--- src/hdl/game_pkg.sv ---
`default_nettype none

package game_pkg;

    // keys the game reacts to, in the order of the held-key map
    typedef enum logic [3:0] {
        KEY_W     = 4'd0,
        KEY_A     = 4'd1,
        KEY_S     = 4'd2,
        KEY_D     = 4'd3,
        KEY_UP    = 4'd4,
        KEY_LEFT  = 4'd5,
        KEY_DOWN  = 4'd6,
        KEY_RIGHT = 4'd7,
        KEY_ENTER = 4'd8,
        KEY_NONE  = 4'd9 // any code we do not track
    } key_idx_e;

    localparam int NUM_KEYS = 9;

    typedef logic [NUM_KEYS-1:0] key_map_t; // one held bit per key index

    // bit 8 marks an extended (E0 prefixed) code
    localparam logic [8:0] W_CODE     = 9'h01D;
    localparam logic [8:0] A_CODE     = 9'h01C;
    localparam logic [8:0] S_CODE     = 9'h01B;
    localparam logic [8:0] D_CODE     = 9'h023;
    localparam logic [8:0] UP_CODE    = 9'h075;
    localparam logic [8:0] LEFT_CODE  = 9'h06B;
    localparam logic [8:0] DOWN_CODE  = 9'h072;
    localparam logic [8:0] RIGHT_CODE = 9'h174; // only right carries the extended flag
    localparam logic [8:0] ENTER_CODE = 9'h05A;

    typedef struct packed {
        logic       is_release; // set for a break code
        logic [8:0] code;
    } key_event_t;

    typedef logic [2:0] level_t;

    localparam level_t MIN_LEVEL = 3'd1;
    localparam level_t MAX_LEVEL = 3'd5;

    // sprite pose numbers, kept as the display side expects them
    typedef enum logic [3:0] {
        POSE_LEFT   = 4'd2,
        POSE_STATIC = 4'd6,
        POSE_RIGHT  = 4'd7,
        POSE_UP     = 4'd8
    } pose_e;

    typedef enum logic [1:0] {
        PHASE_IDLE = 2'd0,
        PHASE_RISE = 2'd1,
        PHASE_FALL = 2'd2
    } jump_phase_e;

    typedef struct packed {
        logic up;
        logic left;
        logic right;
    } player_keys_t;

    typedef struct packed {
        pose_e       pose;
        jump_phase_e phase;
    } player_status_t;

    typedef struct packed {
        logic   playing; // high once enter was taken in the menu
        level_t level;
    } game_status_t;

endpackage

`default_nettype wire

--- src/hdl/key_map.sv ---
`timescale 1ns/1ps
`default_nettype none

// first pipeline stage
// each keyboard strobe sets or clears one bit of the held-key map
module key_map
    import game_pkg::*;
(
    input  logic       clk,
    input  logic       rst,
    input  logic       key_valid, // one cycle per make or break event
    input  key_event_t key_event,
    output key_map_t   key_down
);

    key_idx_e idx; // decoded index of the code on the bus

    // the nine tracked codes are all distinct so a plain case is enough
    always_comb begin
        case (key_event.code)
            W_CODE:     idx = KEY_W;
            A_CODE:     idx = KEY_A;
            S_CODE:     idx = KEY_S;
            D_CODE:     idx = KEY_D;
            UP_CODE:    idx = KEY_UP;
            LEFT_CODE:  idx = KEY_LEFT;
            DOWN_CODE:  idx = KEY_DOWN;
            RIGHT_CODE: idx = KEY_RIGHT;
            ENTER_CODE: idx = KEY_ENTER;
            default:    idx = KEY_NONE; // untracked keys fall through here
        endcase
    end

    // a press sets the bit and a release clears it
    // events for untracked keys leave the map alone
    always_ff @(posedge clk or posedge rst) begin
        if (rst) begin
            key_down <= '0;
        end else if (key_valid && (idx != KEY_NONE)) begin
            key_down[idx] <= ~key_event.is_release;
        end
    end

endmodule

`default_nettype wire

--- src/hdl/level_menu.sv ---
`timescale 1ns/1ps
`default_nettype none

// level select menu
// steps the level once per key press and leaves the menu on enter
module level_menu
    import game_pkg::*;
(
    input  logic         clk,
    input  logic         rst,
    input  key_map_t     key_down,
    output game_status_t status
);

    logic   playing_q;
    level_t level_q;
    logic   armed_q; // one level step allowed until all keys are let go

    logic step_up;
    logic step_down;

    assign step_up   = key_down[KEY_W] | key_down[KEY_UP];
    assign step_down = key_down[KEY_S] | key_down[KEY_DOWN];

    always_ff @(posedge clk or posedge rst) begin
        if (rst) begin
            playing_q <= 1'b0;
            level_q   <= MIN_LEVEL;
            armed_q   <= 1'b1;
        end else if (!playing_q) begin
            if (key_down == '0) begin
                armed_q <= 1'b1; // everything released so the next press counts
            end else if (armed_q) begin
                if (step_up) begin
                    if (level_q < MAX_LEVEL)
                        level_q <= level_q + 3'd1;
                    armed_q <= 1'b0; // a press at the top still uses up the step
                end else if (step_down) begin
                    if (level_q > MIN_LEVEL)
                        level_q <= level_q - 3'd1;
                    armed_q <= 1'b0;
                end else if (key_down[KEY_ENTER]) begin
                    playing_q <= 1'b1; // sticks until reset
                end
            end
        end
        // once playing the level is frozen and the menu ignores all keys
    end

    assign status.playing = playing_q;
    assign status.level   = level_q;

endmodule

`default_nettype wire

--- src/hdl/player_ctrl.sv ---
`timescale 1ns/1ps
`default_nettype none

// movement controller for one player
// keeps the sprite pose and runs a timed jump that a collision can cut short
module player_ctrl
    import game_pkg::*;
#(
    parameter int RISE_CYCLES = 50_000_000, // length of the rising part of a jump
    parameter int JUMP_CYCLES = 100_000_000 // length of the whole jump
) (
    input  logic           clk,
    input  logic           rst,
    input  logic           playing, // the player is frozen while this is low
    input  player_keys_t   keys,
    input  logic           collide, // level from the collision logic
    output player_status_t status
);

    // counter sized to hold the full jump length
    localparam int CNT_W = $clog2(JUMP_CYCLES + 1);

    localparam logic [CNT_W-1:0] RISE_LIM = RISE_CYCLES[CNT_W-1:0];
    localparam logic [CNT_W-1:0] JUMP_LIM = JUMP_CYCLES[CNT_W-1:0];

    // the rise must end before the jump does
    if (JUMP_CYCLES <= RISE_CYCLES) begin : g_bad_lengths
        $error("player_ctrl needs JUMP_CYCLES greater than RISE_CYCLES");
    end

    pose_e            pose_q;
    pose_e            pose_d;
    jump_phase_e      phase_q;
    jump_phase_e      phase_d;
    logic [CNT_W-1:0] cnt_q;
    logic [CNT_W-1:0] cnt_d;
    logic [CNT_W-1:0] cnt_inc;
    logic             no_keys;

    assign no_keys = ~(keys.up | keys.left | keys.right);
    assign cnt_inc = cnt_q + 1'b1;

    // pose follows the keys
    // left and right together or a key released mid-jump keep the last pose
    always_comb begin
        pose_d = pose_q;
        if (keys.up && !keys.left && !keys.right)
            pose_d = POSE_UP;
        else if (keys.left && !keys.right)
            pose_d = POSE_LEFT;
        else if (keys.right && !keys.left)
            pose_d = POSE_RIGHT;
        else if (no_keys && (phase_q == PHASE_IDLE))
            pose_d = POSE_STATIC; // back to standing only on the ground
    end

    // jump timing
    // the counter runs through rise and fall and is zero whenever idle
    always_comb begin
        phase_d = phase_q;
        cnt_d   = cnt_q;
        case (phase_q)
            PHASE_IDLE: begin
                if (keys.up) begin
                    phase_d = PHASE_RISE; // sideways keys do not block the take-off
                    cnt_d   = '0;
                end
            end
            PHASE_RISE: begin
                cnt_d = cnt_inc;
                // hitting something overhead ends the rise at once
                if (collide || (cnt_inc >= RISE_LIM))
                    phase_d = PHASE_FALL;
            end
            PHASE_FALL: begin
                if (cnt_inc >= JUMP_LIM) begin
                    phase_d = PHASE_IDLE; // landed
                    cnt_d   = '0;
                end else begin
                    cnt_d = cnt_inc;
                end
            end
            default: begin
                phase_d = PHASE_IDLE; // unused code goes straight back to the ground
                cnt_d   = '0;
            end
        endcase
    end

    always_ff @(posedge clk or posedge rst) begin
        if (rst) begin
            pose_q  <= POSE_STATIC;
            phase_q <= PHASE_IDLE;
            cnt_q   <= '0;
        end else if (playing) begin
            pose_q  <= pose_d;
            phase_q <= phase_d;
            cnt_q   <= cnt_d;
        end
    end

    assign status.pose  = pose_q;
    assign status.phase = phase_q;

endmodule

`default_nettype wire

--- src/hdl/game_top.sv ---
`timescale 1ns/1ps
`default_nettype none

// game control core
// key map feeds the menu and both player controllers
// a key event shows up on the outputs two cycles after its strobe
module game_top
    import game_pkg::*;
#(
    parameter int RISE_CYCLES = 50_000_000,
    parameter int JUMP_CYCLES = 100_000_000
) (
    input  logic           clk,
    input  logic           rst,
    input  logic           key_valid,
    input  key_event_t     key_event,
    input  logic           p1_collide,
    input  logic           p2_collide,
    output game_status_t   game_status,
    output player_status_t p1_status,
    output player_status_t p2_status
);

    key_map_t     key_down;
    player_keys_t p1_keys;
    player_keys_t p2_keys;

    key_map u_key_map (
        .clk       (clk),
        .rst       (rst),
        .key_valid (key_valid),
        .key_event (key_event),
        .key_down  (key_down)
    );

    level_menu u_menu (
        .clk      (clk),
        .rst      (rst),
        .key_down (key_down),
        .status   (game_status)
    );

    // player 1 plays on the arrow keys
    assign p1_keys.up    = key_down[KEY_UP];
    assign p1_keys.left  = key_down[KEY_LEFT];
    assign p1_keys.right = key_down[KEY_RIGHT];

    // player 2 plays on w, a and d
    assign p2_keys.up    = key_down[KEY_W];
    assign p2_keys.left  = key_down[KEY_A];
    assign p2_keys.right = key_down[KEY_D];

    player_ctrl #(
        .RISE_CYCLES (RISE_CYCLES),
        .JUMP_CYCLES (JUMP_CYCLES)
    ) u_p1 (
        .clk     (clk),
        .rst     (rst),
        .playing (game_status.playing),
        .keys    (p1_keys),
        .collide (p1_collide),
        .status  (p1_status)
    );

    player_ctrl #(
        .RISE_CYCLES (RISE_CYCLES),
        .JUMP_CYCLES (JUMP_CYCLES)
    ) u_p2 (
        .clk     (clk),
        .rst     (rst),
        .playing (game_status.playing),
        .keys    (p2_keys),
        .collide (p2_collide),
        .status  (p2_status)
    );

endmodule

`default_nettype wire

--- config.mk ---
export PLATFORM = sky130hd
export DESIGN_NAME = game_top
export DESIGN_NICKNAME = d
export VERILOG_FILES = /design/src/hdl/game_pkg.sv /design/src/hdl/key_map.sv /design/src/hdl/level_menu.sv /design/src/hdl/player_ctrl.sv /design/src/hdl/game_top.sv
export SDC_FILE = /design/constraint.sdc
export NUM_CORES = 1
export LEC_CHECK = 0
export BUFFER_PORTS_ARGS = -buffer_cell sky130_fd_sc_hd__buf_2
export CORE_MARGIN = 2
export CORE_UTILIZATION = 35
export DETAILED_ROUTE_END_ITERATION = 7
export PLACE_DENSITY = 0.53
export SLEW_MARGIN = 20
export SYNTH_ARGS = -nofsm -noshare
export SYNTH_HDL_FRONTEND = slang
export SYNTH_SLANG_ARGS = --single-unit
--- constraint.sdc ---
create_clock -name clk -period 3.6 [get_ports clk]
set_clock_uncertainty 0.1 [all_clocks]
set_input_delay 0.36 -clock clk [delete_from_list [all_inputs] [get_ports clk]]
set_output_delay 0.36 -clock clk [all_outputs]
set_load 0.02 [all_outputs]
==> run summary, run 1 <==
Cell Int Power = 1480 uW
post_cts resized = 0
Port Buf Inserts = 30
die height = 128 um
largest net degree at the start of global routing = 38
DIE WIDTH = 128 um
die area = 0.0165 sq mm
Vias/cell = 5.64
Post-synth EDFFs = 0
clock share of power = 48.7%
crit-path max FO = 27
max-slew violations = 0
async set-reset flop share out of synthesis = 100%
worst r2r path cells = 12
Max-Cap Viols = 0
CTS Hold Bufs = 0
TritonCTS buffer count = 9
Fmax = 298 MHz
FP Rows = 45
worst-case clock buffer depth = 2
Setup crit end kind = flip-flop
vias = 4889
Final ANT Viol Nets = 0
Sequential Power Share = 47.9%
ANT cells = 0
FF-to-FF setup slack = 250 ps
failing checks = hold timing
Initial Utilization = 35.8%
hpwl dp = 9260 um
Final Setup Violations = 0
Multi-input gate area = 0.00316 sq mm
Routed Wire Length = 13200 um
Root Driver = clkbuf_16
grt ovf = 0
worst slew pin tran = 662 ps
Post-route DRC = 0
NetSw = 428 uW
commonest non-fill, non-tap cell in the layout = dfrtp_1
first-pass GRT wire length = 22400 um
syn nets = 674
Min Hold Slack = -13.2 ps
synthesized area per cell = 8.37 sq um
Reg area = 0.00201 sq mm
Worst-Skew Late Latency = 350 ps
FF+latch count, synth = 80
Final nets = 701
Cells after Synth = 647
vias in the first global route = 4563
TritonRoute pass-1 iters = 5
Iter 0 DRT Violations = 385
minimum clock period = 3350 ps
most frequent cells in the layout = dfrtp_1 (74), nand2_1 (72), nor2_1 (62), o21ai_0 (57), buf_2 (30)
status = finished with violations
required time worst endpoint = 3730 ps
Area growth syn-to-layout = 13.0%
Static Leak = 0.00252 uW
setup_tns = 0 ps
routed len/inst = 15.3 um
VDD IR-drop max = 0.207 mV
CP startpoint = u_p2.cnt_q[0]$_DFFE_PP0P_
CTS clk-pin slew, worst paths = 60 ps
Yosys warnings = 0
Critical R2R Capture = u_p2.cnt_q[6]$_DFFE_PP0P_
Logic pwr share = 3.4%
Power Density = 312 mW/mm^2
share of the clock period used by the worst path = 93.2%
post-synthesis instance area = 0.00542 sq mm
sequential cell area fraction in the yosys report = 37.1%
post-synthesis cell type count = 71
Setup Fix Bufs, Post-CTS = 0
IO Pins = 31
crit path to = u_p2.cnt_q[6]$_DFFE_PP0P_
Switching Share = 22.4%
layout cells sized above 1 = 13.8%
TritonCTS clock tree = yes
relative slew slack = 55.8%
filler cell count = 1503
r2r startpoint = u_p2.cnt_q[0]$_DFFE_PP0P_
Top FF cell, synth = dfrtp_1
RD Place Congestion = 0.854
endpoints failing hold = 14
GR Util All Layers = 16.7%
Worst EP arrival = 3480 ps
H-Tree Depth = 3
core area = 0.0151 sq mm
Hold Path Class = input port to async pin
critical path class = flip-flop to flip-flop
startpoint class of the critical path = flip-flop
RSZ-0062 raised after global routing = false
antenna violations before repair = 0
Sink Count = 80
[power groups by stage]
stage	clock [uW]	combinational [uW]	sequential, uW
floorplan	0	38.4	931
global placement	0	66.7	930
detailed placement	0	68.3	930
CTS	958	68.4	914
global route	999	75.9	915
finish	930	65.7	914
[logic make-up (layout without fill, tap and decap cells)]
group                    Yosys count  in the layout  share of synthesized area (%)
AO/OA/AOI/OAI                    190            190                           23.5
XOR/XNOR                          27             27                           4.36
adder cells (fa/ha/maj)           12             12                           2.77
buffers and inverters             60             92                           4.71
flip-flops                        80             80                           37.1
multiplexers                      11             11                           2.10
AND/OR/NAND/NOR                  267            267                           25.4
[worst min-delay path by stage]
| stage | start | endpoint | slack, ps | depth (start not counted) |
|---|---|---|---|---|
| after floorplan | u_key_map.key_down[2]$_DFFE_PP0P_ | u_key_map.key_down[2]$_DFFE_PP0P_ | 370 | 2 |
| after global placement | rst | u_menu.level_q[1]$_DFFE_PP0P_ | 370 | 2 |
| after detailed placement | rst | u_key_map.key_down[3]$_DFFE_PP0P_ | 390 | 2 |
| after CTS | rst | u_menu.level_q[1]$_DFFE_PP0P_ | 10 | 2 |
| after global routing | rst | u_key_map.key_down[8]$_DFFE_PP0P_ | 40 | 2 |
| final | rst | u_key_map.key_down[3]$_DFFE_PP0P_ | -10 | 2 |
[layer usage]
metal	vias up	GRT usage, %	part of all wire, %
li1	2441	-	-
met1	2323	23.4	49
met2	112	26.1	46
met3	13	2.83	4.4
met4	0	6.14	1.3
met5	-	0	0
[state kept, by name (all words and copies together) (netlist names)]
name / cells
u_p1.pose_q: 4
u_menu.level_q: 3
u_p2.pose_q: 4
u_menu.armed_q: 1
u_p2.cnt_q: 27
u_p1.phase_q: 2
u_p2.phase_q: 2
u_key_map.key_down: 9
u_menu.playing_q: 1
u_p1.cnt_q: 27
[worst max-delay path, cell delays in order (launching register included)]
cell and delay [ps]:
dfrtp_1 440, ha_2 260, nand4_4 180, nor3_4 270, xnor2_1 110, a21boi_1 140, o41a_1 430, o41ai_2 330
a41oi_1 210, o21ai_4 210, buf_12 200, o21ai_0 110, a22o_1 230
[area by class of cell]
class | instances | area share [%]
tap | 188 | 3.84
multi-input combinational | 507 | 51.7
clock inverter | 5 | 0.920
inverter | 25 | 1.55
sequential | 80 | 32.8
clock buffer | 11 | 3.96
timing repair buffer | 51 | 5.23
[Yosys cell counts, drive strengths merged, types with 10 or more instances]
master	instances	share of area (%)
nand2	72	5.0
o31ai	24	3.3
o21ai	65	6.2
ha	12	2.8
a21oi	28	2.6
buf	15	1.6
a22o	15	2.4
clkbuf	20	1.4
nand3	24	2.3
dfrtp	74	34
nor4	10	1.7
xnor2	18	2.9
nand4	15	2.0
nor2b	11	1.3
nor2	63	4.4
and3	13	1.5
inv	25	1.7
nor3	25	2.6
[metrics by stage]
step | utilization, % | area [sq um] | cells | total power [uW] | setup slack, ps
6_report | 40.4 | 6120 | 867 | 1910 | 246
5_1_grt | 40.4 | 6120 | 867 | 1990 | 15.0
4_1_cts | 40.4 | 6120 | 867 | 1940 | 180
3_5_place_dp | 38.4 | 5820 | 851 | 999 | 192
3_3_place_gp | 38.4 | 5820 | 851 | 997 | 307
2_1_floorplan | - | 5420 | 647 | 970 | 498
Power figures use the tool's default switching activity.
==> run 2, diff against run 1 <==
--- a/config.mk
+++ b/config.mk
@@ -9,7 +9,8 @@
 export CORE_MARGIN = 2
 export CORE_UTILIZATION = 35
 export DETAILED_ROUTE_END_ITERATION = 7
-export PLACE_DENSITY = 0.53
+export HOLD_SLACK_MARGIN = 0.1
+export PLACE_DENSITY = 0.56
 export SLEW_MARGIN = 20
 export SYNTH_ARGS = -nofsm -noshare
 export SYNTH_HDL_FRONTEND = slang
==> run 2 against run 1 <==
The run now ends clean. Global-route usage rose by 0.22 points. Combinational power rose by 0.8%. Register-to-register slack got worse by 50 ps. Die area did not move. Clock power rose by 14%. Core utilization rose by 0.34 points. Critical path depth fell by 1. Via count rose by 2.4%. Routed wire length rose by 1.3%. Sequential power barely moved. Total power rose by 7.0%. Largest power group unchanged.
==> run summary, run 2 (synthesized netlist as in run 1, its figures left out) <==
status = completed
Fmax = 293 MHz (-1.6%)
Post-route DRC = 0 (unchanged)
crit-path max FO = 12 (-56%)
TritonCTS clock tree = yes
relative slew slack = 39.5% (-16 points)
grt ovf = 0 (unchanged)
RD Place Congestion = 0.846 (-1.0%)
share of the clock period used by the worst path = 94.7% (+1.5 points)
worst slew pin tran = 907 ps (+245 ps)
Final Setup Violations = 0 (unchanged)
Worst EP arrival = 3540 ps (+60 ps)
core area = 0.0151 sq mm (unchanged)
layout cells sized above 1 = 14.7% (+0.84 points)
Min Hold Slack = 77.8 ps (+91.0 ps)
hpwl dp = 9490 um (+2.5%)
Vias/cell = 5.76 (+2.2%)
Worst-Skew Late Latency = 350 ps (about the same)
minimum clock period = 3410 ps (+54.5 ps)
pre-CTS WS = 71.3 ps (-121 ps)
most frequent cells in the layout = nand2_1 (72), dfrtp_1 (72), nor2_1 (62), o21ai_0 (57), buf_2 (30)
H-Tree Depth = 3 (unchanged)
GR Util All Layers = 16.9% (+0.22 points)
endpoints failing hold = 0 (-14)
largest net degree at the start of global routing = 52 (+37%)
Max-Cap Viols = 0 (unchanged)
TritonCTS buffer count = 9 (unchanged)
die height = 128 um (unchanged)
max-slew violations = 0 (unchanged)
critical path class = flip-flop to flip-flop
antenna violations before repair = 0 (unchanged)
Static Leak = 0.00254 uW (+1.0%)
DIE WIDTH = 128 um (unchanged)
Iter 0 DRT Violations = 324 (-16%)
first-pass GRT wire length = 22900 um (+2.4%)
IO Pins = 31 (unchanged)
Routed Wire Length = 13400 um (+1.3%)
Power Density = 331 mW/mm^2 (+6.1%)
filler cell count = 1470 (-2.2%)
Final WS setup = 191 ps (-54.5 ps)
Hold Path Class = input port to async pin
ANT cells = 0 (unchanged)
startpoint class of the critical path = flip-flop
Reg area = 0.00201 sq mm (+0.12%)
Setup crit end kind = flip-flop
Multi-input gate area = 0.00317 sq mm (+0.24%)
Largest regs = u_p1.cnt_q x27, u_p2.cnt_q x27, u_key_map.key_down x9
CTS clk-pin slew, worst paths = 70 ps (about the same)
FP Rows = 45 (unchanged)
vias = 5007 (+2.4%)
Area growth syn-to-layout = 13.9%
Root Driver = clkbuf_16
Final nets = 703 (+0.29%)
worst-case clock buffer depth = 2 (unchanged)
TritonRoute pass-1 iters = 5 (unchanged)
die area = 0.0165 sq mm (unchanged)
Port Buf Inserts = 30 (unchanged)
required time worst endpoint = 3730 ps (about the same)
Sink Count = 80 (unchanged)
post-layout util = 40.8% (+0.34 points)
routed len/inst = 15.4 um (+1.1%)
Final ANT Viol Nets = 0 (unchanged)
VDD IR-drop max = 0.213 mV (+2.9%)
vias in the first global route = 4753 (+4.2%)
Initial Utilization = 35.8% (unchanged)
==> run 2: cell types whose count changed in the layout (fill, tap and decap cells not counted) <==
cell	previous run	this run
buf_4	20	23
bufinv_16	1	3
dfrtp_1	74	72
dfrtp_2	0	2
and3_1	13	12
and3_2	0	1
buf_12	1	0
clkbuf_8	1	0
clkinvlp_4	1	0
nor4_1	8	7
nor4_2	0	1
==> run 2: cell type report <==
class / count / share of cell area, %
flip-flops and latches: 80 / 32.6
multi-input cells: 507 / 51.4
repair buffers: 53 / 5.23
clock inverters: 6 / 1.76
well taps: 188 / 3.81
inverters: 25 / 1.54
clock buffers: 10 / 3.71
==> run 2: path summary, 6_finish.rpt <==
kind | startpoint | cells past startpoint | end | slack [ps]
max in group asynchronous | rst | 3 | u_menu.level_q[0]$_DFFE_PP1P_ | 2500
setup reg to reg | u_p2.cnt_q[10]$_DFFE_PP0P_ | 11 | u_p2.cnt_q[6]$_DFFE_PP0P_ | 190
min in group clk | key_event[9] | 2 | u_key_map.key_down[8]$_DFFE_PP0P_ | 200
setup / recovery | u_p2.cnt_q[10]$_DFFE_PP0P_ | 11 | u_p2.cnt_q[6]$_DFFE_PP0P_ | 190
hold / removal | rst | 2 | u_key_map.key_down[8]$_DFFE_PP0P_ | 80
hold reg to reg | u_p1.pose_q[0]$_DFFE_PP0P_ | 2 | u_p1.pose_q[0]$_DFFE_PP0P_ | 430
==> run 2: metrics by stage <==
stage	area [sq um]	power [uW]	TNS [ps]	std cells
after floorplan	5420	970	0	647
after global placement	5810	996	0	851
after detailed placement	5810	999	0	851
after CTS	6150	2070	0	867
after global routing	6170	2110	-24.0	869
final	6170	2040	0	869
==> run 2: where the power goes <==
group | switching, uW | internal, uW
combinational | 44.8 | 21.3
clock | 386 | 677
sequential | 8.15 | 906
total | 439 | 1600
==> run 2: per-layer routing <==
| metal | GRT usage [%] | routed length (um) |
|---|---|---|
| met4 | 5.24 | 205 |
| met5 | 0 | 0 |
| met3 | 3.70 | 558 |
| met1 | 23.3 | 6460 |
| met2 | 26.8 | 6190 |
==> run 2: critical path, cell delays in order (launching register included) <==
cell and delay, ps:
dfrtp_1 460, nand3_1 210, or4_4 590, nor4_4 230, xnor2_1 130, o41a_1 150
o41ai_2 350, a41oi_1 230, o21ai_4 280, buf_4 220, o21ai_0 110, a22o_1 230
==> run 2: timing repair <==
item	CTS	global route
hold buffers	0	0
gates resized for setup	0	5
endpoints found under the setup margin	0	19
setup buffers	0	2
